## src/wh_params.svh

```systemverilog
`ifndef WH_PARAMS_SVH
`define WH_PARAMS_SVH

////////////////////////////////
// Link and packet widths
////////////////////////////////

`define WH_FLIT_WIDTH     16
`define WH_CORD_WIDTH     4
`define WH_LEN_WIDTH      3
`define WH_PAYLOAD_WIDTH  57

// Whole packet, one word
`define WH_PACKET_WIDTH   (`WH_PAYLOAD_WIDTH + `WH_LEN_WIDTH + `WH_CORD_WIDTH)

////////////////////////////////
// Derived flit counts
////////////////////////////////

`define WH_MAX_FLITS      ((`WH_PACKET_WIDTH + `WH_FLIT_WIDTH - 1) / `WH_FLIT_WIDTH)
`define WH_FLIT_CNT_WIDTH 2   // Enough for WH_MAX_FLITS - 1

// Payload bits that share flit 0 with the header fields
`define WH_HEAD_PAYLOAD_WIDTH (`WH_FLIT_WIDTH - `WH_LEN_WIDTH - `WH_CORD_WIDTH)

`endif

```

## src/wh_ctrl_pkg.sv

```systemverilog
package wh_ctrl_pkg;

  ////////////////////////////////
  // Input adapter FSM
  ////////////////////////////////

  typedef enum logic {
    ADP_IDLE = 1'b0,  // Waiting for a packet
    ADP_SEND = 1'b1   // Shifting flits out
  } wh_adapter_state_e;

  ////////////////////////////////
  // Flit arbiter FSM
  ////////////////////////////////

  typedef enum logic {
    ARB_IDLE   = 1'b0,  // Free to pick a head flit
    ARB_LOCKED = 1'b1   // Body flits of the granted packet
  } wh_arb_state_e;

endpackage

```

## src/wh_pkt_pkg.sv

```systemverilog
`include "wh_params.svh"

package wh_pkt_pkg;

  ////////////////////////////////
  // Packet as offered by a client
  ////////////////////////////////

  typedef struct packed {
    logic [`WH_PAYLOAD_WIDTH-1:0] payload;
    logic [`WH_LEN_WIDTH-1:0]     len;    // Flits after the head
    logic [`WH_CORD_WIDTH-1:0]    cord;   // Destination, low bits
  } wh_packet_s;

  // Flit 0 read as a header
  typedef struct packed {
    logic [`WH_HEAD_PAYLOAD_WIDTH-1:0] payload;
    logic [`WH_LEN_WIDTH-1:0]          len;
    logic [`WH_CORD_WIDTH-1:0]         cord;
  } wh_head_s;

  ////////////////////////////////
  // One link channel
  ////////////////////////////////

  typedef struct packed {
    logic                      v;
    logic [`WH_FLIT_WIDTH-1:0] data;
  } wh_link_s;

endpackage

```

## src/wh_adapter_in.sv

```systemverilog
`timescale 1ns/1ps

`include "wh_params.svh"

module wh_adapter_in (
  input  logic                   clk_i,
  input  logic                   arst_n_i,

  input  wh_pkt_pkg::wh_packet_s packet_i,
  input  logic                   packet_v_i,
  output logic                   packet_ready_o,

  output wh_pkt_pkg::wh_link_s   link_o,
  input  logic                   link_ready_i
);

  ////////////////////////////////
  // State and datapath
  ////////////////////////////////

  wh_ctrl_pkg::wh_adapter_state_e state_q;

  logic [`WH_MAX_FLITS*`WH_FLIT_WIDTH-1:0] shift_q;   // Current flit in low bits
  logic [`WH_LEN_WIDTH-1:0]                len_q;
  logic [`WH_FLIT_CNT_WIDTH-1:0]           cnt_q;     // Flits already sent

  logic accept;
  logic flit_xfer;
  logic last_flit;

  // Ready is a function of state only
  assign packet_ready_o = (state_q == wh_ctrl_pkg::ADP_IDLE);

  assign accept    = packet_v_i & packet_ready_o;
  assign flit_xfer = link_o.v & link_ready_i;
  assign last_flit = (`WH_LEN_WIDTH'(cnt_q) == len_q);

  assign link_o.v    = (state_q == wh_ctrl_pkg::ADP_SEND);
  assign link_o.data = shift_q[`WH_FLIT_WIDTH-1:0];

  ////////////////////////////////
  // Control FSM
  ////////////////////////////////

  always_ff @(posedge clk_i or negedge arst_n_i) begin
    if (!arst_n_i) begin
      state_q <= wh_ctrl_pkg::ADP_IDLE;
      cnt_q   <= '0;
      len_q   <= '0;
    end else begin
      case (state_q)
        wh_ctrl_pkg::ADP_IDLE: begin
          if (accept) begin
            state_q <= wh_ctrl_pkg::ADP_SEND;
            cnt_q   <= '0;
            len_q   <= packet_i.len;   // Flits after the head
          end
        end
        wh_ctrl_pkg::ADP_SEND: begin
          if (flit_xfer) begin
            if (last_flit) begin
              state_q <= wh_ctrl_pkg::ADP_IDLE;
            end else begin
              cnt_q <= cnt_q + 1'b1;
            end
          end
        end
        default: begin
          state_q <= wh_ctrl_pkg::ADP_IDLE;
        end
      endcase
    end
  end

  ////////////////////////////////
  // Shift register
  ////////////////////////////////

  always_ff @(posedge clk_i) begin
    if (accept) begin
      shift_q <= packet_i;                           // Flit 0 valid next cycle
    end else if (flit_xfer) begin
      shift_q <= shift_q >> `WH_FLIT_WIDTH;          // Bring next flit down
    end
  end

endmodule

```

## src/wh_flit_arbiter.sv

```systemverilog
`timescale 1ns/1ps

`include "wh_params.svh"

module wh_flit_arbiter (
  input  logic                 clk_i,
  input  logic                 arst_n_i,

  input  wh_pkt_pkg::wh_link_s in0_i,
  output logic                 in0_ready_o,
  input  wh_pkt_pkg::wh_link_s in1_i,
  output logic                 in1_ready_o,

  output wh_pkt_pkg::wh_link_s link_o,
  input  logic                 link_ready_i
);

  wh_ctrl_pkg::wh_arb_state_e state_q;

  logic                     grant_q;   // Input owning the link
  logic                     prio_q;    // Preferred input on a tie
  logic                     pend_q;    // Head offered but not yet taken
  logic [`WH_LEN_WIDTH-1:0] rem_q;     // Body flits still to pass

  logic                  sel;
  logic                  xfer;
  wh_pkt_pkg::wh_head_s  head;

  ////////////////////////////////
  // Select and route
  ////////////////////////////////

  always_comb begin
    if (state_q == wh_ctrl_pkg::ARB_LOCKED || pend_q) begin
      sel = grant_q;
    end else if (in0_i.v && in1_i.v) begin
      sel = prio_q;
    end else begin
      sel = in1_i.v;   // Lone valid input wins
    end
  end

  assign link_o      = sel ? in1_i : in0_i;
  assign in0_ready_o = link_ready_i & ~sel;
  assign in1_ready_o = link_ready_i & sel;

  assign xfer = link_o.v & link_ready_i;
  assign head = link_o.data;

  ////////////////////////////////
  // Wormhole lock
  ////////////////////////////////

  always_ff @(posedge clk_i or negedge arst_n_i) begin
    if (!arst_n_i) begin
      state_q <= wh_ctrl_pkg::ARB_IDLE;
      grant_q <= 1'b0;
      prio_q  <= 1'b0;
      pend_q  <= 1'b0;
      rem_q   <= '0;
    end else begin
      case (state_q)
        wh_ctrl_pkg::ARB_IDLE: begin
          if (xfer) begin
            pend_q <= 1'b0;
            if (head.len != '0) begin
              state_q <= wh_ctrl_pkg::ARB_LOCKED;
              grant_q <= sel;
              rem_q   <= head.len;
            end else begin
              prio_q <= ~sel;   // Single flit packet done
            end
          end else if (link_o.v) begin
            // Keep an offered head stable under back-pressure
            pend_q  <= 1'b1;
            grant_q <= sel;
          end
        end
        wh_ctrl_pkg::ARB_LOCKED: begin
          if (xfer) begin
            rem_q <= rem_q - 1'b1;
            if (rem_q == `WH_LEN_WIDTH'(1)) begin
              state_q <= wh_ctrl_pkg::ARB_IDLE;
              prio_q  <= ~grant_q;   // Tail passed
            end
          end
        end
        default: begin
          state_q <= wh_ctrl_pkg::ARB_IDLE;
        end
      endcase
    end
  end

endmodule

```

## src/wh_inject_top.sv

```systemverilog
`timescale 1ns/1ps

module wh_inject_top (
  input  logic                   clk_i,
  input  logic                   arst_n_i,

  input  wh_pkt_pkg::wh_packet_s pkt0_i,
  input  logic                   pkt0_v_i,
  output logic                   pkt0_ready_o,

  input  wh_pkt_pkg::wh_packet_s pkt1_i,
  input  logic                   pkt1_v_i,
  output logic                   pkt1_ready_o,

  output wh_pkt_pkg::wh_link_s   link_o,
  input  logic                   link_ready_i
);

  ////////////////////////////////
  // Client flit streams
  ////////////////////////////////

  wh_pkt_pkg::wh_link_s link0;
  wh_pkt_pkg::wh_link_s link1;
  logic                 link0_ready;
  logic                 link1_ready;

  wh_adapter_in u_adapter0 (
    .clk_i          (clk_i),
    .arst_n_i       (arst_n_i),
    .packet_i       (pkt0_i),
    .packet_v_i     (pkt0_v_i),
    .packet_ready_o (pkt0_ready_o),
    .link_o         (link0),
    .link_ready_i   (link0_ready)
  );

  wh_adapter_in u_adapter1 (
    .clk_i          (clk_i),
    .arst_n_i       (arst_n_i),
    .packet_i       (pkt1_i),
    .packet_v_i     (pkt1_v_i),
    .packet_ready_o (pkt1_ready_o),
    .link_o         (link1),
    .link_ready_i   (link1_ready)
  );

  // Merge onto the outgoing link
  wh_flit_arbiter u_arbiter (
    .clk_i        (clk_i),
    .arst_n_i     (arst_n_i),
    .in0_i        (link0),
    .in0_ready_o  (link0_ready),
    .in1_i        (link1),
    .in1_ready_o  (link1_ready),
    .link_o       (link_o),
    .link_ready_i (link_ready_i)
  );

endmodule

```

## config.mk

```make
export PLATFORM = sky130hd
export DESIGN_NAME = wh_inject_top
export DESIGN_NICKNAME = d
export VERILOG_FILES = /design/src/wh_ctrl_pkg.sv /design/src/wh_pkt_pkg.sv /design/src/wh_adapter_in.sv /design/src/wh_flit_arbiter.sv /design/src/wh_inject_top.sv
export VERILOG_INCLUDE_DIRS = /design/src /design/src/src
export SDC_FILE = /design/constraint.sdc
export NUM_CORES = 1
export LEC_CHECK = 0
export ABC_AREA = 1
export BUFFER_PORTS_ARGS = -buffer_cell sky130_fd_sc_hd__clkbuf_2
export CORE_MARGIN = 2
export CORE_UTILIZATION = 40
export CTS_BUF_LIST = sky130_fd_sc_hd__clkbuf_8
export CTS_CLUSTER_DIAMETER = 200
export DETAILED_ROUTE_END_ITERATION = 10
export SLEW_MARGIN = 30
export SYNTH_ARGS = -nofsm -noshare
export SYNTH_HDL_FRONTEND = slang
export SYNTH_SLANG_ARGS = --single-unit
export TNS_END_PERCENT = 10
```

## constraint.sdc

```tcl
create_clock -name clk_i -period 4.09 [get_ports clk_i]
set_input_delay 0.818 -clock clk_i [delete_from_list [all_inputs] [get_ports clk_i]]
set_output_delay 0.818 -clock clk_i [all_outputs]
set_load 0.1 [all_outputs]
```

==> results of run 1 <==
-- layout by cell type (no fill, tap or decap), types with 4 or more instances in the layout --
master,count
nand3_1,14
o21ai_1,5
buf_4,6
nor2_1,37
a21oi_1,5
nand2_1,366
clkinv_4,4
o21ai_0,7
inv_1,58
inv_2,5
clkbuf_8,17
edfxtp_1,128
clkbuf_2,151
inv_6,5
nand2_2,7
dfrtp_1,19
-- power groups by stage --
stage	logic, mW	registers, mW	clock network, mW
finish	2.31	2.52	1.10
global route	2.55	2.57	1.18
detailed placement	2.34	2.55	0
floorplan	1.90	2.47	0
global placement	2.31	2.55	0
CTS	2.34	2.52	1.13
-- final cells by class --
type                    instances  area, um^2
inverters                      64         243
flip-flops and latches        147        4320
clock buffers                  17         234
clock inverters                15         148
well taps                     216         270
multi-input cells             461        1930
fillers                      1517        8040
repair buffers                158         821
-- cell families after synthesis --
kind of cell	Yosys count	synth area share
AOI/OAI and AO/OA	20	0.0167
buffers and inverters	92	0.0563
and+or+nand+nor	438	0.267
muxes	1	0.00152
DFF	147	0.654
adders and majority gates	2	0.00379
-- per-stage QoR --
stage / area [um^2] / hold WS [ns] / power, mW
after floorplan: 6600 / 0.441 / 4.37
after global placement: 7580 / 0.455 / 4.86
after detailed placement: 7580 / 0.461 / 4.89
after CTS: 7960 / 0.315 / 5.99
after global routing: 7960 / 0.330 / 6.30
final: 7960 / 0.332 / 5.93
-- synth_stat cells --
library cell,instances,area share
o21a_1,1,0.0011
inv_1,58,0.033
nand3_4,1,0.0027
o2111ai_1,2,0.0027
edfxtp_1,128,0.58
buf_6,1,0.0017
nand3_2,2,0.0030
nand2_1,367,0.21
nand2_4,1,0.0017
nor2_8,1,0.0030
nor2_1,38,0.022
ha_1,2,0.0038
nand2_8,1,0.0030
nor3_1,2,0.0015
dfrtp_1,19,0.072
nand3_1,14,0.011
mux2i_1,1,0.0015
nand3b_1,1,0.0011
inv_4,1,0.00095
o21ai_1,5,0.0038
o21ai_0,7,0.0053
buf_2,13,0.0099
nand4_1,1,0.00095
clkbuf_1,13,0.0074
nand2_2,6,0.0057
nand4_2,1,0.0019
inv_2,5,0.0028
buf_1,1,0.00057
a21oi_1,5,0.0038
nor2_2,2,0.0019
-- worst max-delay path by stage --
stage / from / to / slack [ns] / cells after the start
floorplan: pkt1_v_i / u_adapter1.cnt_q[0]$_DFFE_PN0P_ / 1.08 / 7
global placement: u_arbiter.state_q$_DFF_PN0_ / link_o[16] / 1.56 / 8
detailed placement: u_arbiter.state_q$_DFF_PN0_ / link_o[9] / 1.52 / 8
CTS: u_arbiter.state_q$_DFF_PN0_ / link_o[9] / 1.03 / 8
global route: u_arbiter.state_q$_DFF_PN0_ / link_o[9] / 0.89 / 8
finish: u_arbiter.state_q$_DFF_PN0_ / link_o[13] / 1.08 / 8
-- critical path, delay by kind of cell (launching register included) --
kind | cells | cell delay (ns)
buffers and inverters | 3 | 0.70
and+or+nand+nor | 5 | 0.54
DFF | 1 | 0.52
-- metal layers --
| layer | vias up | wire (um) |
|---|---|---|
| li1 | 2505 | - |
| met3 | 16 | 859 |
| met4 | 0 | 257 |
| met1 | 2112 | 6420 |
| met2 | 133 | 6530 |
| met5 | - | 0 |
-- sequential cells by signal (all words and copies together), names as in the netlist --
name,cells
u_adapter0.cnt_q,2
u_adapter0.len_q,3
u_adapter0.shift_q,64
u_adapter0.state_q,1
u_adapter1.cnt_q,2
u_adapter1.len_q,3
u_adapter1.shift_q,64
u_adapter1.state_q,1
u_arbiter.grant_q,1
u_arbiter.pend_q,1
u_arbiter.prio_q,1
u_arbiter.rem_q,3
u_arbiter.state_q,1
==> summary.md, run 1 <==
| Metric | Value |
|---|---|
| Avg WL per Cell | 13.0 um |
| Post-Syn Nets | 835 |
| Sink Count | 147 |
| Syn Std Cell Area | 6600 um^2 |
| DRC Markers | 0 |
| Unique masters post-synth | 30 |
| Hold Path Class | in2async |
| Mean Syn Cell Area | 9.43 um^2 |
| Drt pass-1 iters | 4 |
| Status | complete, no violations |
| Die area | 17500 um^2 |
| Postcts setup bufs | 0 |
| HPWL Detailed | 9780 um |
| First-pass GRT wire length | 23000 um |
| Final Cycle Share | 0.736 |
| Seq cells post-synth | 147 |
| Worst path most repeated cell | nand2_1 |
| Clock network fraction of total power | 0.185 |
| Crit path time final | 3.01 ns |
| Root Buffer | clkbuf_8 |
| Later-pin clock latency in the skew report | 0.44 ns |
| Slowest cell delay on critical path | 0.52 ns |
| Max cap viols | 0 |
| Net Sw Frac | 0.445 |
| CP Launch Type | register |
| Antenna cells | 0 |
| Clock slew at reported path FFs | 0.09 ns |
| R2R depth | 8 |
| PwrDens | 744 nW/um^2 |
| Fmax | 332 MHz |
| YS warnings | 0 |
| Final WL | 14100 um |
| Pre-CTS setup slack | 1.52 ns |
| Sequential share of the synthesized area | 0.654 |
| R2R Path Start | u_arbiter.state_q$_DFF_PN0_ |
| P_leak | 3.89 nW |
| Die Y | 132 um |
| CTS tree | done |
| Finished Core Util | 0.497 |
| Overflow after GRT | 0 |
| RSZ-0062 raised after global routing | no |
| M2 GR Usage | 0.263 |
| Final Skew | 0.0166 ns |
| Cell chain of the critical path | nor2_8, inv_2, nand2_4, nand2_8, inv_4, nand2_1, nand2_1, clkbuf_2 |
| Nets | 984 |
| Pins over their slew limit | 0 |
| Most used routing layer | met2 |
| Critical path class | reg2out |
| I/O Pins | 152 |
| Buffers on Ports | 151 |
| Final WS setup | 1.08 ns |
| Layout Area Growth over Synthesis | 20.6% |
| Final setup fails | 0 |
| Share of power burned in registers | 0.425 |
| GR Util met3 | 0.0525 |
| Final ANT Viol Nets | 0 |
| Cell count after synthesis | 700 |
| Worst EP arrival | 2.19 ns |
| Max_slew headroom | 0.567 |
| Row count | 46 |
| Combinational share of power | 0.390 |
| Cell total after placement | 1046 |
| Crit Path Max Fanout | 19 |
| Share of layout cells above drive strength 1 | 0.246 |
| GRT met1 Usage | 0.221 |
| Cts bufs inserted | 17 |
| Pint | 3.29 mW |
| First DRT Iteration DRCs | 289 |
| Die width | 132 um |
| Vias in the first global route | 4676 |
| FF-to-FF setup slack | 1.68 ns |
| Clock buffer depth | 2 |
| Worst path slowest cell | dfrtp_1 |
| CP endpoint kind | primary output |
| Layout Cells excl Fill | 1078 |
| Worst-Margin Slew | 0.650 ns |
| DR vias | 4766 |
| Sum Neg Setup Slack | 0 ns |
| Critical path required time | 3.27 ns |
| Placer Congestion | 0.841 |
| Hold Violations, Final | 0 |
| Tot GR Track Use | 0.168 |
| Post_cts resized | 0 |
| # hold bufs at CTS | 0 |
| Initial antenna violation count | 0 |
| Vias per cell | 4.42 |
| Largest net degree at the start of global routing | 66 |
| Initial Util | 0.413 |
| VDD IR max | 0.000904 V |
| H-tree depth | 4 |
| CORE AREA | 16000 um^2 |
| Net Switching | 2.64 mW |
| Reg-to-reg endpoint | u_adapter0.shift_q[59]$_SDFFCE_PN0P_ |
No activity file was read; power rests on OpenSTA's default activity.
==> inputs of run 2 (changes only) <==
- clock period: 4.09 -> 2.6 ns (I/O delays scaled with it)
==> summary.md, run 2 (synthesized netlist as in run 1, its figures left out) <==
| Metric | Value |
|---|---|
| Nets | 984 (unchanged) |
| First DRT Iteration DRCs | 281 (was 289) |
| Die width | 132 um (unchanged) |
| Final Cycle Share | 0.938 |
| Clock network fraction of total power | 0.176 (was 0.185) |
| Final setup fails | 0 (unchanged) |
| Cell total after placement | 1046 (unchanged) |
| Postcts setup bufs | 0 (unchanged) |
| Final Skew | 0.0140 ns (was 0.0166 ns) |
| Crit path time final | 2.44 ns |
| Share of layout cells above drive strength 1 | 0.245 (was 0.246) |
| Overflow after GRT | 0 (unchanged) |
| Final WS setup | 0.161 ns (was 1.08 ns) |
| M1 WL | 6350 um (was 6420 um) |
| Clock buffer depth | 2 (unchanged) |
| CTS tree | done (unchanged) |
| Filler cells | 1591 (was 1517) |
| Max_slew headroom | 0.571 (was 0.567) |
| Worst EP arrival | 1.92 ns (was 2.19 ns) |
| Layout Cells excl Fill | 1078 (unchanged) |
| Die Y | 132 um (unchanged) |
| CP endpoint kind | primary output (unchanged) |
| Initial antenna violation count | 0 (unchanged) |
| Routed wl met3 | 681 um (was 859 um) |
| Clock slew at reported path FFs | 0.08 ns (was 0.09 ns) |
| Placer Congestion | 0.858 (was 0.841) |
| Largest net degree at the start of global routing | 66 (unchanged) |
| Vias per cell | 4.48 (was 4.42) |
| Combinational share of power | 0.406 (was 0.390) |
| Met2 wire length | 6720 um (was 6530 um) |
| Hold Violations, Final | 0 (unchanged) |
| Critical path required time | 2.08 ns (was 3.27 ns) |
| Fmax | 410 MHz |
| Crit Path Max Fanout | 19 (unchanged) |
| Pint | 5.32 mW (was 3.29 mW) |
| Sink Count | 147 (unchanged) |
| RSZ-0062 raised after global routing | no (unchanged) |
| Area of the multi-input gates | 1930 um^2 (unchanged) |
| Hold Path Class | in2async (unchanged) |
| Max Used Layer | met4 (unchanged) |
| Vias in the first global route | 4757 (was 4676) |
| Commonest cells after routing, fill and taps aside | nand2_1 (366), clkbuf_2 (134), edfxtp_1 (128) (was nand2_1 (366), clkbuf_2 (151), edfxtp_1 (128)) |
| Avg WL per Cell | 13.0 um (about the same) |
| H-tree depth | 4 (unchanged) |
| DRC Markers | 0 (unchanged) |
| CP Launch Type | register (unchanged) |
| DR vias | 4828 (was 4766) |
| Pre-CTS setup slack | 0.449 ns (was 1.52 ns) |
| Final WL | 14000 um (was 14100 um) |
| Antenna cells | 0 (unchanged) |
| Buffers on Ports | 151 (unchanged) |
| Net Sw Frac | 0.437 (was 0.445) |
| First-pass GRT wire length | 23400 um (was 23000 um) |
| I/O Pins | 152 (unchanged) |
| Layout Area Growth over Synthesis | 21.5% (was 20.6%) |
| Biggest regs | u_adapter0.shift_q: 64 flops, u_adapter1.shift_q: 64 flops (unchanged) |
| Worst-Margin Slew | 0.644 ns (was 0.650 ns) |
| Pins over their slew limit | 0 (unchanged) |
| HPWL Detailed | 9750 um (was 9780 um) |
| Initial Util | 0.413 (unchanged) |
| VDD IR max | 0.00120 V (was 0.000904 V) |
| Drt pass-1 iters | 4 (unchanged) |
| Cts bufs inserted | 17 (unchanged) |
| Most common cell after layout, fill and taps aside | nand2_1 (unchanged) |
| Status | complete, no violations (unchanged) |
| Later-pin clock latency in the skew report | 0.44 ns (about the same) |
| Tot GR Track Use | 0.171 (was 0.168) |
| Final ANT Viol Nets | 0 (unchanged) |
| PwrDens | 1180 nW/um^2 (was 744 nW/um^2) |
| Max cap viols | 0 (unchanged) |
| P_leak | 3.90 nW (was 3.89 nW) |
| Critical path class | reg2out (unchanged) |
| Storage cell area | 4320 um^2 (about the same) |
| Sum Neg Setup Slack | 0 ns (unchanged) |
| Net Switching | 4.13 mW (was 2.64 mW) |
| Root Buffer | clkbuf_8 (unchanged) |
| Die area | 17500 um^2 (unchanged) |
| CORE AREA | 16000 um^2 (unchanged) |
| Share of power burned in registers | 0.418 (was 0.425) |
| Row count | 46 (unchanged) |
[run 2: changes by cell type in the layout (fill, tap and decap cells not counted), sizes merged]
cell      previous run  this run
clkinvlp             1         3
clkinv               6         8
inv                 71        67
buf                  7        21
clkbuf             168       154
[run 2: timing repair]
action                     in CTS  in global routing
hold buffers                    0                  0
gates resized for setup         3                  5
setup endpoints to repair       4                 14
[run 2: power by group through the flow]
stage / Clock, mW / Combinational [mW] / Sequential [mW]
4_1_cts: 1.71 / 3.86 / 3.96
2_1_floorplan: 0 / 3.00 / 3.87
6_report: 1.66 / 3.84 / 3.95
3_5_place_dp: 0 / 3.85 / 4.00
5_1_grt: 1.82 / 4.20 / 4.03
3_3_place_gp: 0 / 3.80 / 4.00
[run 2: stage by stage]
| stage | util | total power, mW | area, um^2 | hold WS (ns) |
|---|---|---|---|---|
| after floorplan | - | 6.87 | 6600 | 0.224 |
| after global placement | 0.477 | 7.81 | 7640 | 0.457 |
| after detailed placement | 0.477 | 7.85 | 7640 | 0.468 |
| after CTS | 0.501 | 9.53 | 8010 | 0.0430 |
| after global routing | 0.501 | 10.1 | 8020 | 0.0485 |
| final | 0.501 | 9.45 | 8020 | 0.0400 |
[run 2: layout make-up]
cell class                      count  area share
Clock buffer                       17      0.0292
Clock inverter                     15      0.0165
Inverter                           64      0.0309
Multi-Input combinational cell    461       0.240
Sequential cell                   147       0.539
Tap cell                          216      0.0337
Timing Repair Buffer              158       0.111
[run 2: worst max-delay path, stage by stage (launching register included)]
cell and delay [ns]:
dfrtp_2 0.49, nor2_8 0.13, inv_2 0.06, nand2_4 0.10
nand2_8 0.12, nand2_1 0.10, nand2_2 0.09, inv_1 0.06
clkbuf_4 0.32
[run 2: routing by layer]
| layer | vias up | track usage |
|---|---|---|
| met5 | - | 0 |
| met4 | 0 | 0.0579 |
| met3 | 15 | 0.0483 |
| met2 | 115 | 0.279 |
| met1 | 2191 | 0.220 |
| li1 | 2507 | - |
[run 2: worst paths after layout]
kind,startpoint,end,slack [ns],depth (start not counted)
worst min register to register,u_adapter1.len_q[2]$_DFFE_PN0P_,u_adapter1.len_q[2]$_DFFE_PN0P_,0.49,2
min in group clk_i,pkt1_i[4],u_adapter1.len_q[0]$_DFFE_PN0P_,0.32,3
worst max-delay path,u_arbiter.state_q$_DFF_PN0_,link_o[5],0.16,8
worst max register to register,u_arbiter.state_q$_DFF_PN0_,u_adapter0.cnt_q[0]$_DFFE_PN0P_,0.59,11
max in group asynchronous,arst_n_i,u_arbiter.state_q$_DFF_PN0_,2.18,1
worst min-delay path,arst_n_i,u_arbiter.rem_q[0]$_DFFE_PN0P_,0.04,1
